$ cat src/sine_quarter.hex
// one column: 12-bit signed sine sample, rom index 0 to 31 of the first quadrant
000
064
0C9
12C
18F
1F1
252
2B2
30F
36B
3C5
41C
471
4C3
513
55F
5A7
5ED
62E
66C
6A6
6DC
70D
73A
763
787
7A7
7C2
7D8
7E9
7F5
7FD
$ cat src/source/dds_pkg.sv
`default_nettype none

package dds_pkg;

   ///////////////////////////////////////////////////////////////////////
   // widths

   localparam int unsigned phase_w    = 32;   // phase accumulator
   localparam int unsigned sample_w   = 12;   // signed carrier sample
   localparam int unsigned rom_addr_w = 5;    // quarter-wave rom index
   localparam int unsigned lfsr_w     = 5;
   localparam int unsigned apb_addr_w = 4;
   localparam int unsigned apb_data_w = 32;

   localparam logic [lfsr_w-1:0] lfsr_seed = 'd1;

   // register map, byte addresses
   localparam logic [apb_addr_w-1:0] addr_ctrl     = 'h0;
   localparam logic [apb_addr_w-1:0] addr_base_inc = 'h4;
   localparam logic [apb_addr_w-1:0] addr_fsk_inc  = 'h8;
   localparam logic [apb_addr_w-1:0] addr_period   = 'hC;

   localparam logic [phase_w-1:0] rst_base_inc = 'd258;
   localparam logic [phase_w-1:0] rst_fsk_inc  = 'd1024;
   localparam logic [phase_w-1:0] rst_period   = 'd16;   // clock cycles per symbol

   // carrier select
   localparam logic [1:0] car_sin = 2'd0;
   localparam logic [1:0] car_cos = 2'd1;
   localparam logic [1:0] car_saw = 2'd2;
   localparam logic [1:0] car_squ = 2'd3;

   // modulation select
   localparam logic [1:0] mod_ask  = 2'd0;
   localparam logic [1:0] mod_fsk  = 2'd1;
   localparam logic [1:0] mod_bpsk = 2'd2;
   localparam logic [1:0] mod_raw  = 2'd3;

   localparam logic signed [sample_w-1:0] sample_max = {1'b0, {(sample_w-1){1'b1}}};
   localparam logic signed [sample_w-1:0] sample_min = {1'b1, {(sample_w-1){1'b0}}};

   // one sample word, as a number or split for the scope byte
   typedef union packed {
      logic signed [sample_w-1:0] value;
      struct packed {
         logic       sign;
         logic [6:0] mag_hi;   // top byte after the sign
         logic [3:0] lsb;
      } field;
   } sample_u;

endpackage

`default_nettype wire

$ cat src/source/apb_control_regs.sv
`timescale 1ns/1ns
`default_nettype none

module apb_control_regs (
   input  wire logic                            CLK_25MHZ,
   input  wire logic                            reset_from_key,
   input  wire logic [dds_pkg::apb_addr_w-1:0]  paddr,
   input  wire logic                            psel,
   input  wire logic                            penable,
   input  wire logic                            pwrite,
   input  wire logic [dds_pkg::apb_data_w-1:0]  pwdata,
   input  wire logic                            data_bit,
   output logic      [dds_pkg::apb_data_w-1:0]  prdata,
   output logic                                 pready,
   output logic                                 pslverr,
   output logic      [1:0]                      carrier_sel,
   output logic      [1:0]                      mod_sel,
   output logic      [dds_pkg::phase_w-1:0]     base_inc,
   output logic      [dds_pkg::phase_w-1:0]     fsk_inc,
   output logic      [dds_pkg::phase_w-1:0]     symbol_period
);

   logic mapped;
   logic access;

   assign access = psel && penable;
   assign pready = 1'b1;   // zero wait states
   assign pslverr = access && !mapped;

   ///////////////////////////////////////////////////////////////////////
   // address decode and readback

   always_comb
   begin
      mapped = 1'b1;
      prdata = '0;
      case (paddr)
         dds_pkg::addr_ctrl:
            prdata = {23'd0, data_bit, 4'd0, mod_sel, carrier_sel};   // live symbol in bit 8
         dds_pkg::addr_base_inc: prdata = base_inc;
         dds_pkg::addr_fsk_inc:  prdata = fsk_inc;
         dds_pkg::addr_period:   prdata = symbol_period;
         default:                mapped = 1'b0;   // reads back zero
      endcase
   end

   ///////////////////////////////////////////////////////////////////////
   // register writes, end of access cycle

   always_ff @(posedge CLK_25MHZ)
   begin
      if (reset_from_key)
      begin
         carrier_sel   <= dds_pkg::car_sin;
         mod_sel       <= dds_pkg::mod_ask;
         base_inc      <= dds_pkg::rst_base_inc;
         fsk_inc       <= dds_pkg::rst_fsk_inc;
         symbol_period <= dds_pkg::rst_period;
      end
      else if (access && pwrite)
      begin
         case (paddr)
            dds_pkg::addr_ctrl:
            begin
               carrier_sel <= pwdata[1:0];
               mod_sel     <= pwdata[3:2];
            end
            dds_pkg::addr_base_inc: base_inc      <= pwdata;
            dds_pkg::addr_fsk_inc:  fsk_inc       <= pwdata;
            dds_pkg::addr_period:   symbol_period <= pwdata;
            default: ;   // unmapped, ignored
         endcase
      end
   end

endmodule

`default_nettype wire

$ cat src/source/symbol_source.sv
`timescale 1ns/1ns
`default_nettype none

module symbol_source (
   input  wire logic                        CLK_25MHZ,
   input  wire logic                        reset_from_key,
   input  wire logic [dds_pkg::phase_w-1:0] symbol_period,
   output logic                             data_bit
);

   logic [dds_pkg::phase_w-1:0] count;
   logic [dds_pkg::phase_w-1:0] last_count;
   logic [dds_pkg::lfsr_w-1:0]  lfsr;
   logic                        wrap;

   // period of zero behaves as one
   assign last_count = (symbol_period == '0) ? '0 : symbol_period - 1'b1;

   // >= also catches a period shortened below the running count
   assign wrap = (count >= last_count);

   always_ff @(posedge CLK_25MHZ)
   begin
      if (reset_from_key)
      begin
         count <= '0;
      end
      else if (wrap)
      begin
         count <= '0;
      end
      else
      begin
         count <= count + 1'b1;
      end
   end

   // x^5 + x^3 + 1, shifting right
   always_ff @(posedge CLK_25MHZ)
   begin
      if (reset_from_key)
         lfsr <= dds_pkg::lfsr_seed;
      else if (wrap)
         lfsr <= {lfsr[0] ^ lfsr[2], lfsr[4:1]};   // one step per symbol
   end

   assign data_bit = lfsr[0];

endmodule

`default_nettype wire

$ cat src/source/phase_wave_gen.sv
`timescale 1ns/1ns
`default_nettype none

module phase_wave_gen (
   input  wire logic                                CLK_25MHZ,
   input  wire logic                                reset_from_key,
   input  wire logic        [dds_pkg::phase_w-1:0]  phase_inc,
   output logic signed      [dds_pkg::sample_w-1:0] sin_sample,
   output logic signed      [dds_pkg::sample_w-1:0] cos_sample,
   output logic signed      [dds_pkg::sample_w-1:0] saw_sample,
   output logic signed      [dds_pkg::sample_w-1:0] squ_sample
);

   localparam int unsigned rom_depth = 2 ** dds_pkg::rom_addr_w;

   logic signed [dds_pkg::sample_w-1:0] sine_rom [0:rom_depth-1];   // first quadrant only

   logic [dds_pkg::phase_w-1:0]    phase;
   logic [1:0]                     quad;
   logic [dds_pkg::rom_addr_w-1:0] idx;

   initial
   begin
      $readmemh("/design/src/sine_quarter.hex", sine_rom);
   end

   // mirror index in odd quadrants, negate in the lower half
   function automatic logic signed [dds_pkg::sample_w-1:0] quarter_lookup(
      input logic [1:0]                     q,
      input logic [dds_pkg::rom_addr_w-1:0] i
   );
      logic [dds_pkg::rom_addr_w-1:0]      addr;
      logic signed [dds_pkg::sample_w-1:0] mag;
      addr = q[0] ? ~i : i;
      mag  = sine_rom[addr];
      return q[1] ? -mag : mag;
   endfunction

   assign quad = phase[dds_pkg::phase_w-1 -: 2];
   assign idx  = phase[dds_pkg::phase_w-3 -: dds_pkg::rom_addr_w];

   ///////////////////////////////////////////////////////////////////////
   // accumulator and registered shapes

   always_ff @(posedge CLK_25MHZ)
   begin
      if (reset_from_key)
      begin
         phase      <= '0;
         sin_sample <= '0;
         cos_sample <= '0;
         saw_sample <= '0;
         squ_sample <= '0;
      end
      else
      begin
         phase      <= phase + phase_inc;
         sin_sample <= quarter_lookup(quad, idx);
         cos_sample <= quarter_lookup(quad + 2'd1, idx);   // a quarter turn ahead
         saw_sample <= $signed(phase[dds_pkg::phase_w-1 -: dds_pkg::sample_w]);
         squ_sample <= phase[dds_pkg::phase_w-1] ? dds_pkg::sample_min : dds_pkg::sample_max;
      end
   end

endmodule

`default_nettype wire

$ cat src/source/modulator.sv
`timescale 1ns/1ns
`default_nettype none

module modulator (
   input  wire logic                                CLK_25MHZ,
   input  wire logic                                reset_from_key,
   input  wire logic        [1:0]                   carrier_sel,
   input  wire logic        [1:0]                   mod_sel,
   input  wire logic        [dds_pkg::phase_w-1:0]  base_inc,
   input  wire logic        [dds_pkg::phase_w-1:0]  fsk_inc,
   input  wire logic                                data_bit,
   input  wire logic signed [dds_pkg::sample_w-1:0] sin_sample,
   input  wire logic signed [dds_pkg::sample_w-1:0] cos_sample,
   input  wire logic signed [dds_pkg::sample_w-1:0] saw_sample,
   input  wire logic signed [dds_pkg::sample_w-1:0] squ_sample,
   output logic             [dds_pkg::phase_w-1:0]  phase_inc,
   output logic signed      [dds_pkg::sample_w-1:0] carrier_sample,
   output logic signed      [dds_pkg::sample_w-1:0] modulated_sample,
   output logic             [7:0]                   scope_byte
);

   logic signed [dds_pkg::sample_w-1:0] carrier;
   dds_pkg::sample_u                    mod_next;

   // second increment only while keying a one
   assign phase_inc = (mod_sel == dds_pkg::mod_fsk && data_bit) ? fsk_inc : base_inc;

   always_comb
   begin
      case (carrier_sel)
         dds_pkg::car_sin: carrier = sin_sample;
         dds_pkg::car_cos: carrier = cos_sample;
         dds_pkg::car_saw: carrier = saw_sample;
         default:          carrier = squ_sample;
      endcase
   end

   ///////////////////////////////////////////////////////////////////////
   // keying

   always_comb
   begin
      case (mod_sel)
         dds_pkg::mod_ask:
            mod_next.value = data_bit ? carrier : '0;
         dds_pkg::mod_fsk:
            mod_next.value = carrier;   // keying is in the increment
         dds_pkg::mod_bpsk:
         begin
            if (data_bit)
               mod_next.value = carrier;
            else if (carrier == dds_pkg::sample_min)
               mod_next.value = dds_pkg::sample_max;   // no +2048 in 12 bits
            else
               mod_next.value = -carrier;
         end
         default:
            mod_next.value = data_bit ? dds_pkg::sample_max : dds_pkg::sample_min;
      endcase
   end

   always_ff @(posedge CLK_25MHZ)
   begin
      if (reset_from_key)
      begin
         carrier_sample   <= '0;
         modulated_sample <= '0;
         scope_byte       <= '0;
      end
      else
      begin
         carrier_sample   <= carrier;
         modulated_sample <= mod_next.value;
         scope_byte       <= {~mod_next.field.sign, mod_next.field.mag_hi};   // offset binary
      end
   end

endmodule

`default_nettype wire

$ cat src/source/dds_top.sv
`timescale 1ns/1ns
`default_nettype none

module dds_top (
   input  wire logic                                CLK_25MHZ,
   input  wire logic                                reset_from_key,
   input  wire logic        [dds_pkg::apb_addr_w-1:0] paddr,
   input  wire logic                                psel,
   input  wire logic                                penable,
   input  wire logic                                pwrite,
   input  wire logic        [dds_pkg::apb_data_w-1:0] pwdata,
   output logic             [dds_pkg::apb_data_w-1:0] prdata,
   output logic                                     pready,
   output logic                                     pslverr,
   output logic signed      [dds_pkg::sample_w-1:0]   carrier_sample,
   output logic signed      [dds_pkg::sample_w-1:0]   modulated_sample,
   output logic             [7:0]                     scope_byte,
   output logic                                     data_bit
);

   logic [1:0]                          carrier_sel;
   logic [1:0]                          mod_sel;
   logic [dds_pkg::phase_w-1:0]         base_inc;
   logic [dds_pkg::phase_w-1:0]         fsk_inc;
   logic [dds_pkg::phase_w-1:0]         symbol_period;
   logic [dds_pkg::phase_w-1:0]         phase_inc;
   logic signed [dds_pkg::sample_w-1:0] sin_sample;
   logic signed [dds_pkg::sample_w-1:0] cos_sample;
   logic signed [dds_pkg::sample_w-1:0] saw_sample;
   logic signed [dds_pkg::sample_w-1:0] squ_sample;

   apb_control_regs u_apb_control_regs (
      .CLK_25MHZ      (CLK_25MHZ),
      .reset_from_key (reset_from_key),
      .paddr          (paddr),
      .psel           (psel),
      .penable        (penable),
      .pwrite         (pwrite),
      .pwdata         (pwdata),
      .data_bit       (data_bit),
      .prdata         (prdata),
      .pready         (pready),
      .pslverr        (pslverr),
      .carrier_sel    (carrier_sel),
      .mod_sel        (mod_sel),
      .base_inc       (base_inc),
      .fsk_inc        (fsk_inc),
      .symbol_period  (symbol_period)
   );

   symbol_source u_symbol_source (
      .CLK_25MHZ      (CLK_25MHZ),
      .reset_from_key (reset_from_key),
      .symbol_period  (symbol_period),
      .data_bit       (data_bit)
   );

   phase_wave_gen u_phase_wave_gen (
      .CLK_25MHZ      (CLK_25MHZ),
      .reset_from_key (reset_from_key),
      .phase_inc      (phase_inc),
      .sin_sample     (sin_sample),
      .cos_sample     (cos_sample),
      .saw_sample     (saw_sample),
      .squ_sample     (squ_sample)
   );

   modulator u_modulator (
      .CLK_25MHZ        (CLK_25MHZ),
      .reset_from_key   (reset_from_key),
      .carrier_sel      (carrier_sel),
      .mod_sel          (mod_sel),
      .base_inc         (base_inc),
      .fsk_inc          (fsk_inc),
      .data_bit         (data_bit),
      .sin_sample       (sin_sample),
      .cos_sample       (cos_sample),
      .saw_sample       (saw_sample),
      .squ_sample       (squ_sample),
      .phase_inc        (phase_inc),
      .carrier_sample   (carrier_sample),
      .modulated_sample (modulated_sample),
      .scope_byte       (scope_byte)
   );

endmodule

`default_nettype wire

$ cat config.mk
export PLATFORM = sky130hd
export DESIGN_NAME = dds_top
export DESIGN_NICKNAME = d
export VERILOG_FILES = /design/src/source/dds_pkg.sv /design/src/source/apb_control_regs.sv /design/src/source/symbol_source.sv /design/src/source/phase_wave_gen.sv /design/src/source/modulator.sv /design/src/source/dds_top.sv
export SDC_FILE = /design/constraint.sdc
export NUM_CORES = 1
export LEC_CHECK = 0
export ABC_AREA = 1
export BUFFER_PORTS_ARGS = -buffer_cell sky130_fd_sc_hd__buf_4
export CAP_MARGIN = 10
export CORE_MARGIN = 10
export CORE_UTILIZATION = 45
export DETAILED_ROUTE_END_ITERATION = 8
export GPL_TIMING_DRIVEN = 1
export PLACE_DENSITY_LB_ADDON = 0.05
export SETUP_SLACK_MARGIN = 0.3
export SLEW_MARGIN = 20
export SYNTH_ARGS = -nofsm -noshare
export SYNTH_HDL_FRONTEND = slang
export SYNTH_SLANG_ARGS = --single-unit
$ cat constraint.sdc
create_clock -name CLK_25MHZ -period 3.3 [get_ports CLK_25MHZ]
set_input_delay 0.33 -clock CLK_25MHZ [delete_from_list [all_inputs] [get_ports CLK_25MHZ]]
set_output_delay 0.33 -clock CLK_25MHZ [all_outputs]
set_load 0.05 [all_outputs]
==> results.md <==
Yosys:
- The cell count after synthesis is 1841.
- The netlist area before placement is 12300 µm².
- The number of flops mapped to enable cells by yosys is 0.
- Synthesis produced a netlist with a net count of 1950.
- For this run, the number of Yosys warnings is 0.
- The cell taking the most area after synthesis is sky130_fd_sc_hd__dfxtp_1.
- The synthesized design contains 207 register bits.
- The per-instance average area after synthesis is 6.68 µm².
- In the synthesized netlist the dominant register cell turns out to be sky130_fd_sc_hd__dfxtp_1.
- Ranked by total cell area, the synthesized netlist is headed by sky130_fd_sc_hd__dfxtp_1 34%, sky130_fd_sc_hd__nand2_1 11%, sky130_fd_sc_hd__nor2_1 8.1%, sky130_fd_sc_hd__ha_1 6.8%, sky130_fd_sc_hd__o21ai_0 6.6%.
- The synthesized design devotes to its leading area cell type 33.7% of total area.
- The netlist uses 50 different library cells.
- The register area share after synthesis is 33.7%.
- The async set or reset register ratio after synthesis is 0%.

Cells and area:
- After routing the design area is 15300 µm².
- For this run, the post-layout net count is 2107.
- In the final layout, the share of cells above drive strength 1 is 19.7%.
- In the layout the commonest cells are 342 x sky130_fd_sc_hd__nand2_1, 238 x sky130_fd_sc_hd__nor2_1, 198 x sky130_fd_sc_hd__dfxtp_1, 195 x sky130_fd_sc_hd__inv_1, 193 x sky130_fd_sc_hd__buf_4.
- At the end of the flow the core is filled with cells to 56.6%.
- From synthesis to final layout, the design area changed by 24.0%.
- The leading cell type in the layout, fill and taps excluded is sky130_fd_sc_hd__nand2_1.
- The final antenna diode count is 0.

Power and ir drop:
- Dividing total power by cell area gives a power density of 371 nW/µm².
- VDD sags by at most 357 µV.
- The total power is 5660 µW.
- The leakage power is 0.00695 µW.

Critical path:
- STA puts the critical path data arrival time at 3.59 ns.
- The signal on the critical path passes through inv_2, ha_4, nand2_2, nor2_4, nand2_2, nor2_4, inv_2, nor3_2, nand2_1, nor2_2, buf_4, nand3_1, nand2_1, nand3_1, ha_1, nand2_1, inv_2, nand4_1, nor2_2, nand4_1, nand4_1, buf_6, clkbuf_16, nor2_1.
- The critical path is of the register to register type.
- The category of cells accounting for the largest share of critical-path delay is simple AND/OR/NAND/NOR gates.
- Of all nets on the critical path, the largest fanout is 8.
- The number of buffers and inverters on the critical path is 6.
- The worst register-to-register path begins at u_apb_control_regs.symbol_period[1]$_SDFFE_PP0P_.
- STA classifies the critical path startpoint as a register.
- The cell at the slowest stage of the critical path is sky130_fd_sc_hd__dfxtp_2.
- The kind of capture point of the worst setup path is a register.
- The worst setup path startpoint is u_apb_control_regs.symbol_period[1]$_SDFFE_PP0P_.
- The largest stage delay on the critical path is 0.33 ns.
- The required time of the critical path is 3.73 ns.

Clocking:
- The clock passes through at most 3 buffers.
- The register clock-pin slew on the reported worst setup and hold paths is 0.06 ns.
- The CTS tree is built.
- The clock net in this run drives a total of 207 sinks.
- In this run the number of H-tree levels came out at 1.
- The number of clock buffers inserted by TritonCTS is 26.
- For the worst-skew pair, the clock arrives at the later sink with an insertion delay of 0.54 ns.
- The clock tree root driver cell is sky130_fd_sc_hd__clkbuf_16.
- For this design, the CTS-stage hold fixing added 0 buffers.

STA:
- Measured against its own limit, the worst slew margin works out to 34.8%.
- The maximum clock frequency is 0.316 GHz.
- Across the routed clock network, the largest skew measured is 0.00953 ns.
- The final max-slew violation count is 0.
- Setup repair after global routing could not meet its margin everywhere.
- The slew of the pin with the lowest slew margin is 0.977 ns.
- The number of failing hold endpoints at the final stage came to 0.
- The post-route worst hold slack is 0.0361 ns.
- The routed design could run at a clock period as short as 3.16 ns.
- Setup slack closes at 0.138 ns.
- Of the available clock period, the critical path in the final layout requires 95.8%.
- The number of failing setup endpoints in the final timing report is 0.

Die:
- The width of the chip is 185 µm.
- The number of top-level pins is 108.
- The die covers 34300 µm².
- The height of the chip is 185 µm.
- The core region is 27000 µm².
- Once the floorplan was initialized, standard cells occupied 45.6% of the core.
- Row generation in the floorplan step produced 60 rows.

Place:
- Summed over all nets, the half-perimeter wirelength after detailed placement is 31.4 mm.
- Timing analysis after detailed placement gives a worst setup slack of 0.0350 ns.
- The count of port buffers added during placement is 106.
- The global placer's final weighted congestion is 0.957.
- The post-detailed-placement cell area is 13700 µm².

Routing:
- The DRC marker count from the first detailed-route iteration is 1080.
- The final route contains 12700 vias.
- The overall routed net length is 41.9 mm.
- Before antenna repair, the detailed router went through 5 iterations.
- The count of nets left with antenna violations once routing finished came out at 0.
- The average wire per standard cell is 17.8 µm.
- The post-detailed-route via-to-cell ratio is 5.41.
- For this run, design rule violations remaining after detail routing come to 0.

GRT:
- The remaining global-route overflow is 0.
- The initial antenna violation count was 1.
- The via count of the first global-routing pass came to 11700.
- The pin count of the biggest net entering global routing is 59.
- The overall fraction of global-route tracks in use is 23.7%.
- The first global-routing pass estimated 64.9 mm of wire.

Hold path:
- The kind of path behind the tightest hold check is input port to register.
- The startpoint identified for the worst hold timing path is pwdata[10].

Outcome:
- The run finished with clean final reports.

Run:
- The max-capacitance violation count is 0.
[Yosys cell counts, types with 10 or more instances]
| master | number |
|---|---|
| sky130_fd_sc_hd__inv_1 | 202 |
| sky130_fd_sc_hd__nand4_1 | 39 |
| sky130_fd_sc_hd__nand3_1 | 120 |
| sky130_fd_sc_hd__nor2_2 | 13 |
| sky130_fd_sc_hd__nor3_1 | 26 |
| sky130_fd_sc_hd__buf_2 | 12 |
| sky130_fd_sc_hd__o221ai_1 | 23 |
| sky130_fd_sc_hd__clkbuf_1 | 46 |
| sky130_fd_sc_hd__ha_1 | 67 |
| sky130_fd_sc_hd__o21ai_1 | 10 |
| sky130_fd_sc_hd__xor2_1 | 16 |
| sky130_fd_sc_hd__dfxtp_1 | 207 |
| sky130_fd_sc_hd__nor2_1 | 266 |
| sky130_fd_sc_hd__inv_2 | 16 |
| sky130_fd_sc_hd__nand2_1 | 357 |
| sky130_fd_sc_hd__o21ai_0 | 162 |
| sky130_fd_sc_hd__a21oi_1 | 141 |
[tightest hold or removal path: stages]
cell                       delay [ns]
sky130_fd_sc_hd__buf_4           0.09
sky130_fd_sc_hd__nand2_1         0.05
sky130_fd_sc_hd__o211ai_1        0.06
[cell type report]
| cell class | instances | area, µm² |
|---|---|---|
| Clock buffer | 37 | 763 |
| Inverter | 219 | 823 |
| Clock inverter | 5 | 53.8 |
| Sequential cell | 207 | 4160 |
| Tap cell | 341 | 427 |
| Timing Repair Buffer | 200 | 1590 |
| Fill cell | 2658 | 11700 |
| Multi-Input combinational cell | 1344 | 7440 |
[per-stage QoR]
stage	cells	TNS, ns
CTS	2341	0
global route	2353	-1.99
floorplan	1841	0
global placement	2276	0
finish	2353	0
detailed placement	2276	0
[metal layers]
metal | vias up | track usage [%] | part of all wire [%]
met2 | 403 | 35.7 | 43
met5 | - | 0 | 0
li1 | 6410 | - | -
met1 | 5853 | 33.4 | 47
met4 | 0 | 8.29 | 3.3
met3 | 62 | 3.61 | 6.2
[timing repair]
action | 4_1_cts | 5_1_grt
resized for setup | 59 | 69
setup buffers | 20 | 11
endpoints found under the setup margin | 47 | 55
pin swaps | 16 | 31
gates cloned | 3 | 1
endpoints found under the hold margin | 0 | 0
[cells by family after synthesis]
logic type	count (synthesis)	synth area share, %
multiplexers	6	0.549
other	1	0.0305
flip-flops	207	33.7
XOR/XNOR	23	1.64
AO/OA/AOI/OAI	383	17.2
adder cells (fa/ha/maj)	68	6.98
buffers and inverters	291	9.31
AND/OR/NAND/NOR	862	30.6
[worst paths after layout]
check,cells after the start,slack (ns),endpoint
setup / recovery,24,0.14,u_symbol_source.count[16]$_SDFF_PP0_
hold / removal,3,0.04,u_apb_control_regs.fsk_inc[10]$_SDFFE_PP1P_
setup reg to reg,24,0.14,u_symbol_source.count[16]$_SDFF_PP0_
hold reg to reg,2,0.42,u_phase_wave_gen.saw_sample[6]$_SDFF_PP0_
[sequential cells by signal, summed over array words and instances, names as in the netlist]
signal and cells:
u_modulator.modulated_sample 5, u_symbol_source.count 32, u_symbol_source.lfsr 5, u_apb_control_regs.carrier_sel 2, u_apb_control_regs.symbol_period 32, u_phase_wave_gen.squ_sample 2
u_apb_control_regs.mod_sel 2, u_apb_control_regs.fsk_inc 32, u_modulator.carrier_sample 12, u_phase_wave_gen.saw_sample 11, u_modulator.scope_byte 8, u_apb_control_regs.base_inc 32
u_phase_wave_gen.phase 32
[power by group]
group / leakage (µW) / switching [µW] / internal, µW / total, µW
clock network: 0.000405 / 1090 / 1660 / 2750
registers: 0.00167 / 17.9 / 2520 / 2540
logic: 0.00488 / 232 / 135 / 367
No activity file was read; power rests on OpenSTA's default activity.
